**config.mk**
```make
export PLATFORM = sky130hd
export DESIGN_NAME = mmu
export DESIGN_NICKNAME = d
export VERILOG_FILES = /design/src/hdl/sv32_pkg.sv /design/src/hdl/mmu_ctrl_pkg.sv /design/src/hdl/tlb_lookup_if.sv /design/src/hdl/tlb_fill_if.sv /design/src/hdl/tlb.sv /design/src/hdl/ptw.sv /design/src/hdl/mmu.sv
export SDC_FILE = /design/constraint.sdc
export NUM_CORES = 1
export LEC_CHECK = 0
export BUFFER_PORTS_ARGS = -buffer_cell sky130_fd_sc_hd__buf_4
export CELL_PAD_IN_SITES_DETAIL_PLACEMENT = 1
export CELL_PAD_IN_SITES_GLOBAL_PLACEMENT = 2
export CORE_ASPECT_RATIO = 1.5
export CORE_MARGIN = 2
export CORE_UTILIZATION = 35
export DETAILED_ROUTE_END_ITERATION = 10
export PLACE_DENSITY_LB_ADDON = 0.2
export SETUP_SLACK_MARGIN = 0.05
export SLEW_MARGIN = 10
export SYNTH_ARGS = -nofsm -noshare
export SYNTH_HDL_FRONTEND = slang
export SYNTH_SLANG_ARGS = --single-unit
```
**constraint.sdc**
```tcl
create_clock -name clk -period 6 [get_ports clk]
set_input_delay 0.3 -clock clk [delete_from_list [all_inputs] [get_ports clk]]
set_output_delay 0.3 -clock clk [all_outputs]
set_load 0.01 [all_outputs]
```
**src/hdl/sv32_pkg.sv**
```systemverilog
package sv32_pkg;

    // Sv32 address widths
    localparam int VA_W       = 32;
    localparam int PA_W       = 34;
    localparam int PAGE_OFS_W = 12;
    localparam int VPN_W      = 20;
    localparam int PPN_W      = 22;

    // Width of one VPN level index, VPN[1] or VPN[0]
    localparam int VPN_PART_W = VPN_W / 2;

    // TLB geometry and page table entry size
    localparam int TLB_ENTRIES = 4;
    localparam int TLB_PTR_W   = $clog2(TLB_ENTRIES);
    localparam int PTE_BYTES   = 4;

    typedef logic [VA_W-1:0]  vaddr_t;
    typedef logic [PA_W-1:0]  paddr_t;
    typedef logic [VPN_W-1:0] vpn_t;
    typedef logic [PPN_W-1:0] ppn_t;

    // Page table entry as laid out in memory, v in bit 0
    typedef struct packed {
        ppn_t       ppn;
        logic [1:0] rsw;
        logic       d;
        logic       a;
        logic       g;
        logic       u;
        logic       x;
        logic       w;
        logic       r;
        logic       v;
    } pte_t;

    // One cached translation
    typedef struct packed {
        logic valid;
        vpn_t vpn;
        ppn_t ppn;
        logic page_4m;
    } tlb_entry_t;

endpackage

```
**src/hdl/mmu_ctrl_pkg.sv**
```systemverilog
package mmu_ctrl_pkg;

    // Page table walker FSM
    // L1 and L0 states hold a memory read until it is acknowledged
    typedef enum logic [2:0] {
        PTW_IDLE,
        PTW_L1_REQ,
        PTW_L0_REQ,
        PTW_FILL,
        PTW_ERROR
    } ptw_state_e;

    // Which side started the current walk
    typedef enum logic {
        WALK_INSTR,
        WALK_DATA
    } walk_src_e;

endpackage

```
**src/hdl/tlb_lookup_if.sv**
```systemverilog
`timescale 1ns/1ns

interface tlb_lookup_if;

    // Request side
    logic           req;
    sv32_pkg::vpn_t vpn;
    logic           flush;

    // Response side, combinational from the TLB entries
    logic           hit;
    sv32_pkg::ppn_t ppn;
    logic           page_4m;

    modport requester (
        output req,
        output vpn,
        output flush,
        input  hit,
        input  ppn,
        input  page_4m
    );

    modport tlb (
        input  req,
        input  vpn,
        input  flush,
        output hit,
        output ppn,
        output page_4m
    );

endinterface

```
**src/hdl/tlb_fill_if.sv**
```systemverilog
`timescale 1ns/1ns

interface tlb_fill_if;

    // One-cycle write strobes, one per TLB
    logic           update_i;
    logic           update_d;

    // New translation from the walker
    sv32_pkg::vpn_t vpn;
    sv32_pkg::pte_t pte;
    logic           page_4m;

    modport walker (
        output update_i,
        output update_d,
        output vpn,
        output pte,
        output page_4m
    );

    modport tlb (
        input update_i,
        input update_d,
        input vpn,
        input pte,
        input page_4m
    );

endinterface

```
**src/hdl/tlb.sv**
```systemverilog
`timescale 1ns/1ns

module tlb (
    input  logic      clk,
    input  logic      rst_i,
    tlb_lookup_if.tlb lookup,
    tlb_fill_if.tlb   fill,
    input  logic      update_i
);

    sv32_pkg::tlb_entry_t                entries_q [sv32_pkg::TLB_ENTRIES];
    sv32_pkg::tlb_entry_t                fill_entry;
    logic [sv32_pkg::TLB_ENTRIES-1:0]    match;
    logic [sv32_pkg::TLB_PTR_W-1:0]      rr_ptr_q;

    // Superpages compare VPN[1] only
    always_comb begin
        for (int k = 0; k < sv32_pkg::TLB_ENTRIES; k++) begin
            if (entries_q[k].page_4m) begin
                match[k] = entries_q[k].valid &
                           (entries_q[k].vpn[sv32_pkg::VPN_W-1:sv32_pkg::VPN_PART_W] ==
                            lookup.vpn[sv32_pkg::VPN_W-1:sv32_pkg::VPN_PART_W]);
            end else begin
                match[k] = entries_q[k].valid & (entries_q[k].vpn == lookup.vpn);
            end
        end
    end

    // At most one entry matches, since a page is only walked on a miss
    always_comb begin
        lookup.ppn     = '0;
        lookup.page_4m = 1'b0;
        for (int k = 0; k < sv32_pkg::TLB_ENTRIES; k++) begin
            if (match[k]) begin
                lookup.ppn     = entries_q[k].ppn;
                lookup.page_4m = entries_q[k].page_4m;
            end
        end
    end

    assign lookup.hit = lookup.req & (|match);

    // Entry built from the walker result
    always_comb begin
        fill_entry         = '0;
        fill_entry.valid   = 1'b1;
        fill_entry.vpn     = fill.vpn;
        fill_entry.ppn     = fill.pte.ppn;
        fill_entry.page_4m = fill.page_4m;
    end

    // Flush takes precedence over a refill in the same cycle
    always_ff @(posedge clk) begin
        if (rst_i) begin
            rr_ptr_q <= '0;
            for (int k = 0; k < sv32_pkg::TLB_ENTRIES; k++) begin
                entries_q[k].valid <= 1'b0;
            end
        end else if (lookup.flush) begin
            for (int k = 0; k < sv32_pkg::TLB_ENTRIES; k++) begin
                entries_q[k].valid <= 1'b0;
            end
        end else if (update_i) begin
            entries_q[rr_ptr_q] <= fill_entry;
            // Wraps around after the last entry
            rr_ptr_q            <= rr_ptr_q + 1'b1;
        end
    end

endmodule

```
**src/hdl/ptw.sv**
```systemverilog
`timescale 1ns/1ns

module ptw (
    input  logic                    clk,
    input  logic                    rst_i,
    input  sv32_pkg::ppn_t          satp_ppn_i,
    input  logic                    i_walk_i,
    input  logic                    d_walk_i,
    input  sv32_pkg::vaddr_t        i_vaddr_i,
    input  sv32_pkg::vaddr_t        d_vaddr_i,
    output logic                    pte_error_o,
    output mmu_ctrl_pkg::walk_src_e walk_src_o,
    tlb_fill_if.walker              fill,
    output logic                    mem_req_o,
    output sv32_pkg::paddr_t        mem_addr_o,
    input  sv32_pkg::pte_t          mem_rdata_i,
    input  logic                    mem_ack_i
);

    mmu_ctrl_pkg::ptw_state_e state_q;
    mmu_ctrl_pkg::walk_src_e  walk_src_q;
    sv32_pkg::vpn_t           walk_vpn_q;
    sv32_pkg::vpn_t           req_vpn;
    sv32_pkg::paddr_t         mem_addr_q;
    sv32_pkg::pte_t           pte_q;
    logic                     page_4m_q;
    logic                     pte_bad;
    logic                     pte_leaf;
    logic                     sp_misaligned;

    // Address of one PTE inside the table at base
    function automatic sv32_pkg::paddr_t pte_addr(
        input sv32_pkg::ppn_t                   base,
        input logic [sv32_pkg::VPN_PART_W-1:0] idx
    );
        sv32_pkg::paddr_t ofs;
        ofs = sv32_pkg::paddr_t'(idx) * sv32_pkg::PTE_BYTES;
        return {base, {sv32_pkg::PAGE_OFS_W{1'b0}}} + ofs;
    endfunction

    // Instruction side wins when both sides miss together
    assign req_vpn = i_walk_i ? i_vaddr_i[sv32_pkg::VA_W-1:sv32_pkg::PAGE_OFS_W]
                              : d_vaddr_i[sv32_pkg::VA_W-1:sv32_pkg::PAGE_OFS_W];

    // Decode of the PTE on the read data bus
    assign pte_bad       = ~mem_rdata_i.v | (mem_rdata_i.w & ~mem_rdata_i.r);
    assign pte_leaf      = mem_rdata_i.r | mem_rdata_i.x;
    assign sp_misaligned = |mem_rdata_i.ppn[sv32_pkg::VPN_PART_W-1:0];

    always_ff @(posedge clk) begin
        if (rst_i) begin
            state_q    <= mmu_ctrl_pkg::PTW_IDLE;
            walk_src_q <= mmu_ctrl_pkg::WALK_INSTR;
        end else begin
            case (state_q)
                mmu_ctrl_pkg::PTW_IDLE: begin
                    if (i_walk_i | d_walk_i) begin
                        walk_src_q <= i_walk_i ? mmu_ctrl_pkg::WALK_INSTR
                                               : mmu_ctrl_pkg::WALK_DATA;
                        state_q    <= mmu_ctrl_pkg::PTW_L1_REQ;
                    end
                end
                mmu_ctrl_pkg::PTW_L1_REQ: begin
                    if (mem_ack_i) begin
                        if (pte_bad | (pte_leaf & sp_misaligned)) begin
                            state_q <= mmu_ctrl_pkg::PTW_ERROR;
                        end else if (pte_leaf) begin
                            state_q <= mmu_ctrl_pkg::PTW_FILL;
                        end else begin
                            state_q <= mmu_ctrl_pkg::PTW_L0_REQ;
                        end
                    end
                end
                mmu_ctrl_pkg::PTW_L0_REQ: begin
                    // No third level in Sv32
                    if (mem_ack_i) begin
                        if (pte_bad | ~pte_leaf) begin
                            state_q <= mmu_ctrl_pkg::PTW_ERROR;
                        end else begin
                            state_q <= mmu_ctrl_pkg::PTW_FILL;
                        end
                    end
                end
                // Fill and error each last a single cycle
                default: begin
                    state_q <= mmu_ctrl_pkg::PTW_IDLE;
                end
            endcase
        end
    end

    // Walk payload
    always_ff @(posedge clk) begin
        case (state_q)
            mmu_ctrl_pkg::PTW_IDLE: begin
                walk_vpn_q <= req_vpn;
                mem_addr_q <= pte_addr(satp_ppn_i,
                                       req_vpn[sv32_pkg::VPN_W-1:sv32_pkg::VPN_PART_W]);
            end
            mmu_ctrl_pkg::PTW_L1_REQ: begin
                if (mem_ack_i) begin
                    pte_q      <= mem_rdata_i;
                    page_4m_q  <= pte_leaf;
                    mem_addr_q <= pte_addr(mem_rdata_i.ppn,
                                           walk_vpn_q[sv32_pkg::VPN_PART_W-1:0]);
                end
            end
            mmu_ctrl_pkg::PTW_L0_REQ: begin
                if (mem_ack_i) begin
                    pte_q     <= mem_rdata_i;
                    page_4m_q <= 1'b0;
                end
            end
            default: begin
            end
        endcase
    end

    assign mem_req_o   = (state_q == mmu_ctrl_pkg::PTW_L1_REQ) |
                         (state_q == mmu_ctrl_pkg::PTW_L0_REQ);
    assign mem_addr_o  = mem_addr_q;
    assign pte_error_o = (state_q == mmu_ctrl_pkg::PTW_ERROR);
    assign walk_src_o  = walk_src_q;

    // Strobe goes only to the TLB of the side that walked
    assign fill.update_i = (state_q == mmu_ctrl_pkg::PTW_FILL) &
                           (walk_src_q == mmu_ctrl_pkg::WALK_INSTR);
    assign fill.update_d = (state_q == mmu_ctrl_pkg::PTW_FILL) &
                           (walk_src_q == mmu_ctrl_pkg::WALK_DATA);
    assign fill.vpn      = walk_vpn_q;
    assign fill.pte      = pte_q;
    assign fill.page_4m  = page_4m_q;

endmodule

```
**src/hdl/mmu.sv**
```systemverilog
`timescale 1ns/1ns

module mmu (
    input  logic             clk,
    input  logic             rst_i,

    // Translation control
    input  logic             en_vaddr_i,
    input  logic             en_ld_st_vaddr_i,
    input  logic             tlb_flush_i,
    input  sv32_pkg::ppn_t   satp_ppn_i,

    // Fetch side
    input  logic             i_req_i,
    input  sv32_pkg::vaddr_t i_vaddr_i,
    output sv32_pkg::paddr_t i_paddr_o,
    output logic             i_hit_o,
    output logic             i_page_fault_o,

    // Load/store side
    input  logic             d_req_i,
    input  logic             st_req_i,
    input  sv32_pkg::vaddr_t d_vaddr_i,
    output sv32_pkg::paddr_t d_paddr_o,
    output logic             d_hit_o,
    output logic             ld_page_fault_o,
    output logic             st_page_fault_o,

    // Page table read port
    output logic             mem_req_o,
    output sv32_pkg::paddr_t mem_addr_o,
    input  sv32_pkg::pte_t   mem_rdata_i,
    input  logic             mem_ack_i
);

    tlb_fill_if   fill_bus ();
    tlb_lookup_if ilookup ();
    tlb_lookup_if dlookup ();

    logic                    i_walk;
    logic                    d_walk;
    logic                    pte_error;
    mmu_ctrl_pkg::walk_src_e walk_src;

    // Page number and offset joined, VPN[0] kept for superpages
    function automatic sv32_pkg::paddr_t translate(
        input sv32_pkg::vaddr_t vaddr,
        input sv32_pkg::ppn_t   ppn,
        input logic             page_4m
    );
        sv32_pkg::paddr_t paddr;
        paddr = {ppn, vaddr[sv32_pkg::PAGE_OFS_W-1:0]};
        if (page_4m) begin
            paddr[21:12] = vaddr[21:12];
        end
        return paddr;
    endfunction

    assign ilookup.req   = i_req_i & en_vaddr_i;
    assign ilookup.vpn   = i_vaddr_i[sv32_pkg::VA_W-1:sv32_pkg::PAGE_OFS_W];
    assign ilookup.flush = tlb_flush_i;

    assign dlookup.req   = d_req_i & en_ld_st_vaddr_i;
    assign dlookup.vpn   = d_vaddr_i[sv32_pkg::VA_W-1:sv32_pkg::PAGE_OFS_W];
    assign dlookup.flush = tlb_flush_i;

    tlb itlb (
        .clk      (clk),
        .rst_i    (rst_i),
        .lookup   (ilookup),
        .fill     (fill_bus),
        .update_i (fill_bus.update_i)
    );

    tlb dtlb (
        .clk      (clk),
        .rst_i    (rst_i),
        .lookup   (dlookup),
        .fill     (fill_bus),
        .update_i (fill_bus.update_d)
    );

    // A miss on an enabled request starts a walk
    assign i_walk = ilookup.req & ~ilookup.hit;
    assign d_walk = dlookup.req & ~dlookup.hit;

    ptw i_ptw (
        .clk         (clk),
        .rst_i       (rst_i),
        .satp_ppn_i  (satp_ppn_i),
        .i_walk_i    (i_walk),
        .d_walk_i    (d_walk),
        .i_vaddr_i   (i_vaddr_i),
        .d_vaddr_i   (d_vaddr_i),
        .pte_error_o (pte_error),
        .walk_src_o  (walk_src),
        .fill        (fill_bus),
        .mem_req_o   (mem_req_o),
        .mem_addr_o  (mem_addr_o),
        .mem_rdata_i (mem_rdata_i),
        .mem_ack_i   (mem_ack_i)
    );

    // Bare mode passes the address through in the request cycle
    assign i_paddr_o = en_vaddr_i ? translate(i_vaddr_i, ilookup.ppn, ilookup.page_4m)
                                  : sv32_pkg::paddr_t'(i_vaddr_i);
    assign i_hit_o   = en_vaddr_i ? (ilookup.hit & ~tlb_flush_i) : i_req_i;

    assign d_paddr_o = en_ld_st_vaddr_i ? translate(d_vaddr_i, dlookup.ppn, dlookup.page_4m)
                                        : sv32_pkg::paddr_t'(d_vaddr_i);
    assign d_hit_o   = en_ld_st_vaddr_i ? dlookup.hit : d_req_i;

    // Walker errors become page faults of the side that walked
    always_comb begin
        i_page_fault_o  = 1'b0;
        ld_page_fault_o = 1'b0;
        st_page_fault_o = 1'b0;
        if (pte_error) begin
            if (walk_src == mmu_ctrl_pkg::WALK_INSTR) begin
                i_page_fault_o = 1'b1;
            end else if (st_req_i) begin
                st_page_fault_o = 1'b1;
            end else begin
                ld_page_fault_o = 1'b1;
            end
        end
    end

endmodule

```
# After elaboration in Yosys (flattened, before gate mapping)
# Memories as Yosys holds them, arrays and structs flattened.
# Index checks and enable logic that the tools add are counted.
# Widths: inputs -> output; s select.
dict set report classes {
  add_sub_neg 4
  n_eq_ne 23
  n_mux 79
  n_bitwise 48
  reduce_logical 16
}
# operator n
set op_table {}
lappend op_table {{$mux 22} 8}
lappend op_table {{$eq 20x20->1} 8}
lappend op_table {{$mux 34} 3}
lappend op_table {{$mux 44} 2}
lappend op_table {{$reduce_or 44->1} 2}
lappend op_table {{$eq 10x10->1} 8}
lappend op_table {{$add 34x12->34} 2}
lappend op_table {{$pmux 34 s2} 1}
lappend op_table {{$mux 1} 51}
lappend op_table {{$and 1x1->1} 27}
lappend op_table {{$mux 10} 2}
lappend op_table {{$mux 20} 1}
lappend op_table {{$mux 3} 5}
lappend op_table {{$or 1x1->1} 14}
lappend op_table {{$reduce_and 2->1} 5}
lappend op_table {{$reduce_or 10->1} 1}
lappend op_table {{$pmux 3 s3} 1}
lappend op_table {{$mux 2} 4}
lappend op_table {{$reduce_or 4->1} 2}
lappend op_table {{$not 1->1} 7}
lappend op_table {{$eq 3x2->1 const B} 2}
lappend op_table {{$reduce_and 3->1} 2}
lappend op_table {{$add 2x1->2 const B} 2}
lappend op_table {{$ne 2x2->1 const B} 2}
lappend op_table {{other kinds (7)} 8}
dict set report totals {
  regBits 85
  mem_bits_rw 352
  inputBits 127
  output_inout_bits 108
  word_cells 180
  mem_count 2
}
# name depth width rd rd_clocked_by_memory_dff write_ports line
set mem_list {}
lappend mem_list {dtlb.entries_q 4 44 4 0 4 tlb.sv:11} ;# sv32_pkg::tlb_entry_t entries_q [sv32_pkg::TLB_ENTRIES];
lappend mem_list {itlb.entries_q 4 44 4 0 4 tlb.sv:11}

# Logic depth before layout (Yosys ltp)
# An unclocked memory read counts as a cell.
dict set report depth {
  ltp_word 11
  depth_mapped 10
  mapped_depth_nobuf 7
}

# Cells and area by module
# From an unflattened synthesis, not the netlist that was laid out.
dict set report unflattened {
  cells_unflattened 1296
  hier_area_um2 18953.2
}
# mod n_inst cells_per_inst area_each_um2 seq_area_each_um2
set modules_own_cells {}
lappend modules_own_cells {{tlb at itlb} 1 485 7374.6 5285.1}
lappend modules_own_cells {{tlb at dtlb} 1 459 7185.6 5285.1}
lappend modules_own_cells {ptw 1 265 3577.2 2632.5}
lappend modules_own_cells {mmu 1 87 815.8 0.0}

# Worst setup path before layout
# OpenSTA, ideal clock, no wires.
dict set report synth_path {
  kind {register to register}
  from {reg i_ptw.state_q[0]}
  to {reg i_ptw.mem_addr_q[10] (netlist: i_ptw.mem_addr_o[10]), enable pin}
  setup_ns 0.388
  arrival_ns 2.862
  required_ns 5.612
  path_slack_ns 2.750
  stages_incl_launch_ff 4
  n_path_buf 1
  period_less_slack_ns 3.250
  path_cell_list {dfxtp_1 > clkbuf_1 > nor3_1 > a21o_1}
}
dict set report synth_via {
  elab_chain_len 3
  elab_cells_between_ends 5
  classes_between {eq/ne: 2; reduce/logical: 3}
}
# item line
set synth_lines {}
lappend synth_lines {{start: declaration} ptw.sv:20} ;# mmu_ctrl_pkg::ptw_state_e state_q;
lappend synth_lines {{start signal: assignment} ptw.sv:52} ;# state_q <= mmu_ctrl_pkg::PTW_IDLE;
lappend synth_lines {{start signal: assignment} ptw.sv:60} ;# state_q <= mmu_ctrl_pkg::PTW_L1_REQ;
lappend synth_lines {{start signal: assignment} ptw.sv:66} ;# state_q <= mmu_ctrl_pkg::PTW_ERROR;
lappend synth_lines {{$eq 3x1->1 or $logic_not 3->1 (tied branches)} ptw.sv:94} ;# case (state_q)
lappend synth_lines {{$ne 2x2->1 (no line) or $reduce_bool 2->1 (tied branches)} n/a}
lappend synth_lines {{$reduce_and 2->1 (no line) (*)} n/a}
lappend synth_lines {{end signal: assignment} ptw.sv:97} ;# mem_addr_q <= pte_addr(satp_ppn_i,
lappend synth_lines {{end signal: assignment} ptw.sv:104} ;# mem_addr_q <= pte_addr(mem_rdata_i.ppn,
lappend synth_lines {{end: declaration} ptw.sv:24} ;# sv32_pkg::paddr_t mem_addr_q;
# Mark *: on every way between the ends. The rest lies on a longest branch, timed or not.
# A chain may end at the register's enable or synchronous reset.

==> metrics.md <==
| Metric | Value |
|---|---|
| Status | `finished, final reports clean` |
| RePlAce Congestion | `a little under 0.8` |
| Final nets | `approximately 1600` |
| Proportion of layout cells with a drive suffix above 1 | `20.8%` |
| Clock group share of total power | `around two fifths` |
| Worst Setup End Kind | `output port` |
| Net load switching power | `between 1.5 and 2 mW` |
| # diodes | `0` |
| Final period utilization | `about 72%` |
| CP most frequent cell | `buf_4` |
| Distinct cells, synth | `61` |
| Hold Path Sink | `i_ptw.mem_addr_o[28]` |
| # H-tree levels | `2` |
| Cell taking the most area after synthesis | `edfxtp_1` |
| Die W | `191 um` |
| Post-Route Utilization | `a little over two fifths` |
| First DRT Iteration DRCs | `547` |
| Final setup TNS | `0 ns` |
| Worst-path cell chain | `xor2_1 -> nor4_1 -> a41oi_1 -> a211oi_2 -> buf_4 -> a221o_1 -> o211ai_1 -> a31oi_1 -> buf_4` |
| Worst Clk Skew | `about 0.017 ns` |
| Number of global-route vias before repair | `11600` |
| Sequential Power Share | `a little over half` |
| Total internal power | `roughly 5.3 mW` |
| # rows | `roughly 100` |
| Max cap viols | `0` |
| Max stage delay on crit path | `~0.98 ns` |
| Root Buffer | `clkbuf_16` |
| IO buf count | `~180` |
| First-pass GRT wire length | `77700 um` |
| Max-slew violation count | `0` |
| Synth top area cells | `edfxtp_1 68%, xnor2_1 5.6%, nand2_1 2.5%` |
| Chip Height | `285 um` |
| Reg clk slew, reported paths | `about 0.060 ns` |
| Routed length per placed instance | `24.5 um` |
| DRC Markers | `0` |
| Initial core utilization | `between 30% and 40%` |
| Stages on the worst setup path | `9` |
| Layout area overhead | `19.9%` |
| Fin Hold WS | `around 0.026 ns` |
| Yosys warnings | `0` |
| Number of synthesized flops with an enable pin | `approximately 420` |
| RSZ-0062 raised after global routing | `no` |
| Yosys reg bits | `between 400 and 500` |
| Hold Path Origin | `satp_ppn_i[16]` |
| Most instantiated cells after synthesis | `419 x edfxtp_1, 122 x nand2_1, 118 x xnor2_1, 65 x clkbuf_1, 64 x nor2_1` |
| Worst-path cell with the longest stage delay | `a211oi_2` |
| Gr ovfl total | `0` |
| CTS max path bufs | `3` |
| Power share of the combinational group | `slightly above 7%` |
| Crit path max fanout | `11` |
| Actual slew at the worst max-slew pin | `1.22 ns` |
| FMAX | `~230 MHz` |
| Post-DR vias/cell | `between 5 and 6` |
| CTS tree | `done` |
| Largest net degree at the start of global routing | `between 40 and 50` |
| Register area share after synthesis | `70.2%` |
| Full die area | `~54000 um^2` |
| Setup bufs post-CTS | `0` |
| Post-synth top area share | `approximately two thirds` |
| Min cycle time layout | `4.33 ns` |
| Main synth FF type | `edfxtp_1` |
| CP Class | `reg2out` |
| Vias after detailed routing | `roughly 11000` |
| Setup violators final | `0` |
| Count leader, synth | `edfxtp_1` |
| CP Data Required Time | `approximately 5.7 ns` |
| Worst hold path depth | `3` |
| FF+latch area | `12900 um^2` |
| Worst Reg2Reg Path Length in Cells | `7` |
| Drt total wl | `~53000 um` |
| GRT Util Overall | `19.6%` |
| Max IR drop VDD | `around 220 uV` |
| R2R Path End | `i_ptw.mem_addr_o[4]` |
| Synth Area per Inst | `roughly 14 um^2` |
| FFs w/ async S/R, synth | `0%` |
| Post_cts resized | `0` |
| Sw frac | `22.5%` |
| Final hold vios | `0` |
| CTS buffer count | `44` |
| Pwr dens | `310 nW/um^2` |
| Crit path launch type | `flip-flop` |
| Setup crit start | `dtlb.entries_q[0][26]` |
| Reg2reg start | `itlb.entries_q[3][30]` |
| WP data arrival | `roughly 4 ns` |
| Worst Path Buf+Inv | `2` |
| # IOs | `roughly 240` |
| Clock Latency Late Sink | `between 0.5 and 0.6 ns` |
| Multi-input combinational cell area | `4860 um^2` |
| CP delay by family, top | `compound AO/OA/AOI/OAI gates` |
| Synthesized area | `about 18000 um^2` |
| Drt pass-1 iters | `4` |
| Dpl hpwl | `35900 um` |
| Fillers | `around 5300` |
| P_leak | `7.62 nW` |
| Core Region | `roughly 52000 um^2` |
| R2r setup slk | `about 2.5 ns` |
| Post-DRT Antenna Nets | `0` |
| Clock sink count | `435` |
| Initial antenna violation count | `0` |
| Worst slew margin | `between 10% and 20%` |
| Worst hold-check path type | `in2reg` |
| Post-synthesis cell count | `1278` |
-- layout by cell type, fill, tap and decap left out, drive strengths merged, types with 12 or more instances in the layout --
cell type and instances:
inv 33, dlygate4sd3 40, a31oi 33, nand2 122
o21ai 19, edfxtp 419, clkbuf 52, nor2 64
nand3 17, dfxtp 16, nand4 30, nor3 14
nor4 16, buf 197, and2 24, mux2 20
xnor2 118, a221o 21, xor2 44, clkinv 18
o211ai 12, mux2i 21
-- registers in the layout, summed over array words and instances, names as in the netlist --
name                cells
i_ptw.fill.page_4m      1
i_ptw.fill.vpn         20
i_ptw.walk_src_o        1
i_ptw.state_q           3
itlb.entries_q        176
i_ptw.mem_addr_o       32
i_ptw.fill.pte         22
dtlb.rr_ptr_q           2
itlb.rr_ptr_q           2
dtlb.entries_q        176
-- power groups by stage --
stage                     Clock [mW]  Combinational (mW)  Sequential (mW)
after floorplan                    0               0.231             3.59
after global placement             0               0.477             3.63
after detailed placement           0               0.482             3.63
after CTS                       2.86               0.505             3.57
after global routing            2.97               0.534             3.57
final                           2.79               0.493             3.56
-- layer usage --
layer	routed length, um	GRT usage (%)
met5	0	0
met2	28000	35.6
met1	21400	24.0
met3	2010	2.73
met4	1390	5.94
-- worst max path at each step --
stage	to	slack (ns)
after floorplan	i_ptw.mem_addr_o[10]	2.75
after global placement	d_paddr_o[29]	2.05
after detailed placement	d_paddr_o[29]	2.08
after CTS	d_paddr_o[29]	1.57
after global routing	d_paddr_o[22]	1.43
final	d_paddr_o[22]	1.67
-- worst min-delay path: stages --
cell and delay (ns):
buf_4 0.08, nand2_1 0.04, nand2_1 0.06
-- per-stage QoR --
stage                     total power [mW]  cells  cell area [um^2]  setup slack (ns)
final                                 6.84   2159             22000              1.67
after global routing                  7.07   2159             22000              1.43
after CTS                             6.93   2159             22000              1.57
after detailed placement              4.11   2040             20200              2.08
after global placement                4.11   2040             20200              2.05
after floorplan                       3.82   1279             18400              2.75
-- area by class of cell --
type	count	area share, %
Multi-Input combinational cell	702	22.0
Sequential cell	435	58.5
Clock inverter	27	1.22
Clock buffer	52	5.36
Tap cell	676	3.84
Inverter	30	0.511
Timing Repair Buffer	237	8.52
-- what timing repair did --
| action | CTS | global route |
|---|---|---|
| endpoints found under the setup margin | 0 | 0 |
| hold endpoints to repair | 44 | 0 |
| hold buffers | 40 | 0 |
-- kinds of logic (layout without fill, tap and decap cells) --
| kind of cell | after synthesis | after routing | synth area share (%) |
|---|---|---|---|
| xor gates and xnor gates | 162 | 162 | 7.72 |
| AOI/OAI and AO/OA | 170 | 170 | 7.00 |
| adders and majority gates | 8 | 8 | 0.544 |
| other | 1 | 2 | 0.0204 |
| DFF | 435 | 435 | 70.2 |
| muxes | 41 | 41 | 2.49 |
| buffers and inverters | 142 | 346 | 3.65 |
| and+or+nand+nor | 319 | 319 | 8.40 |
(Power assumes the default switching activity.)
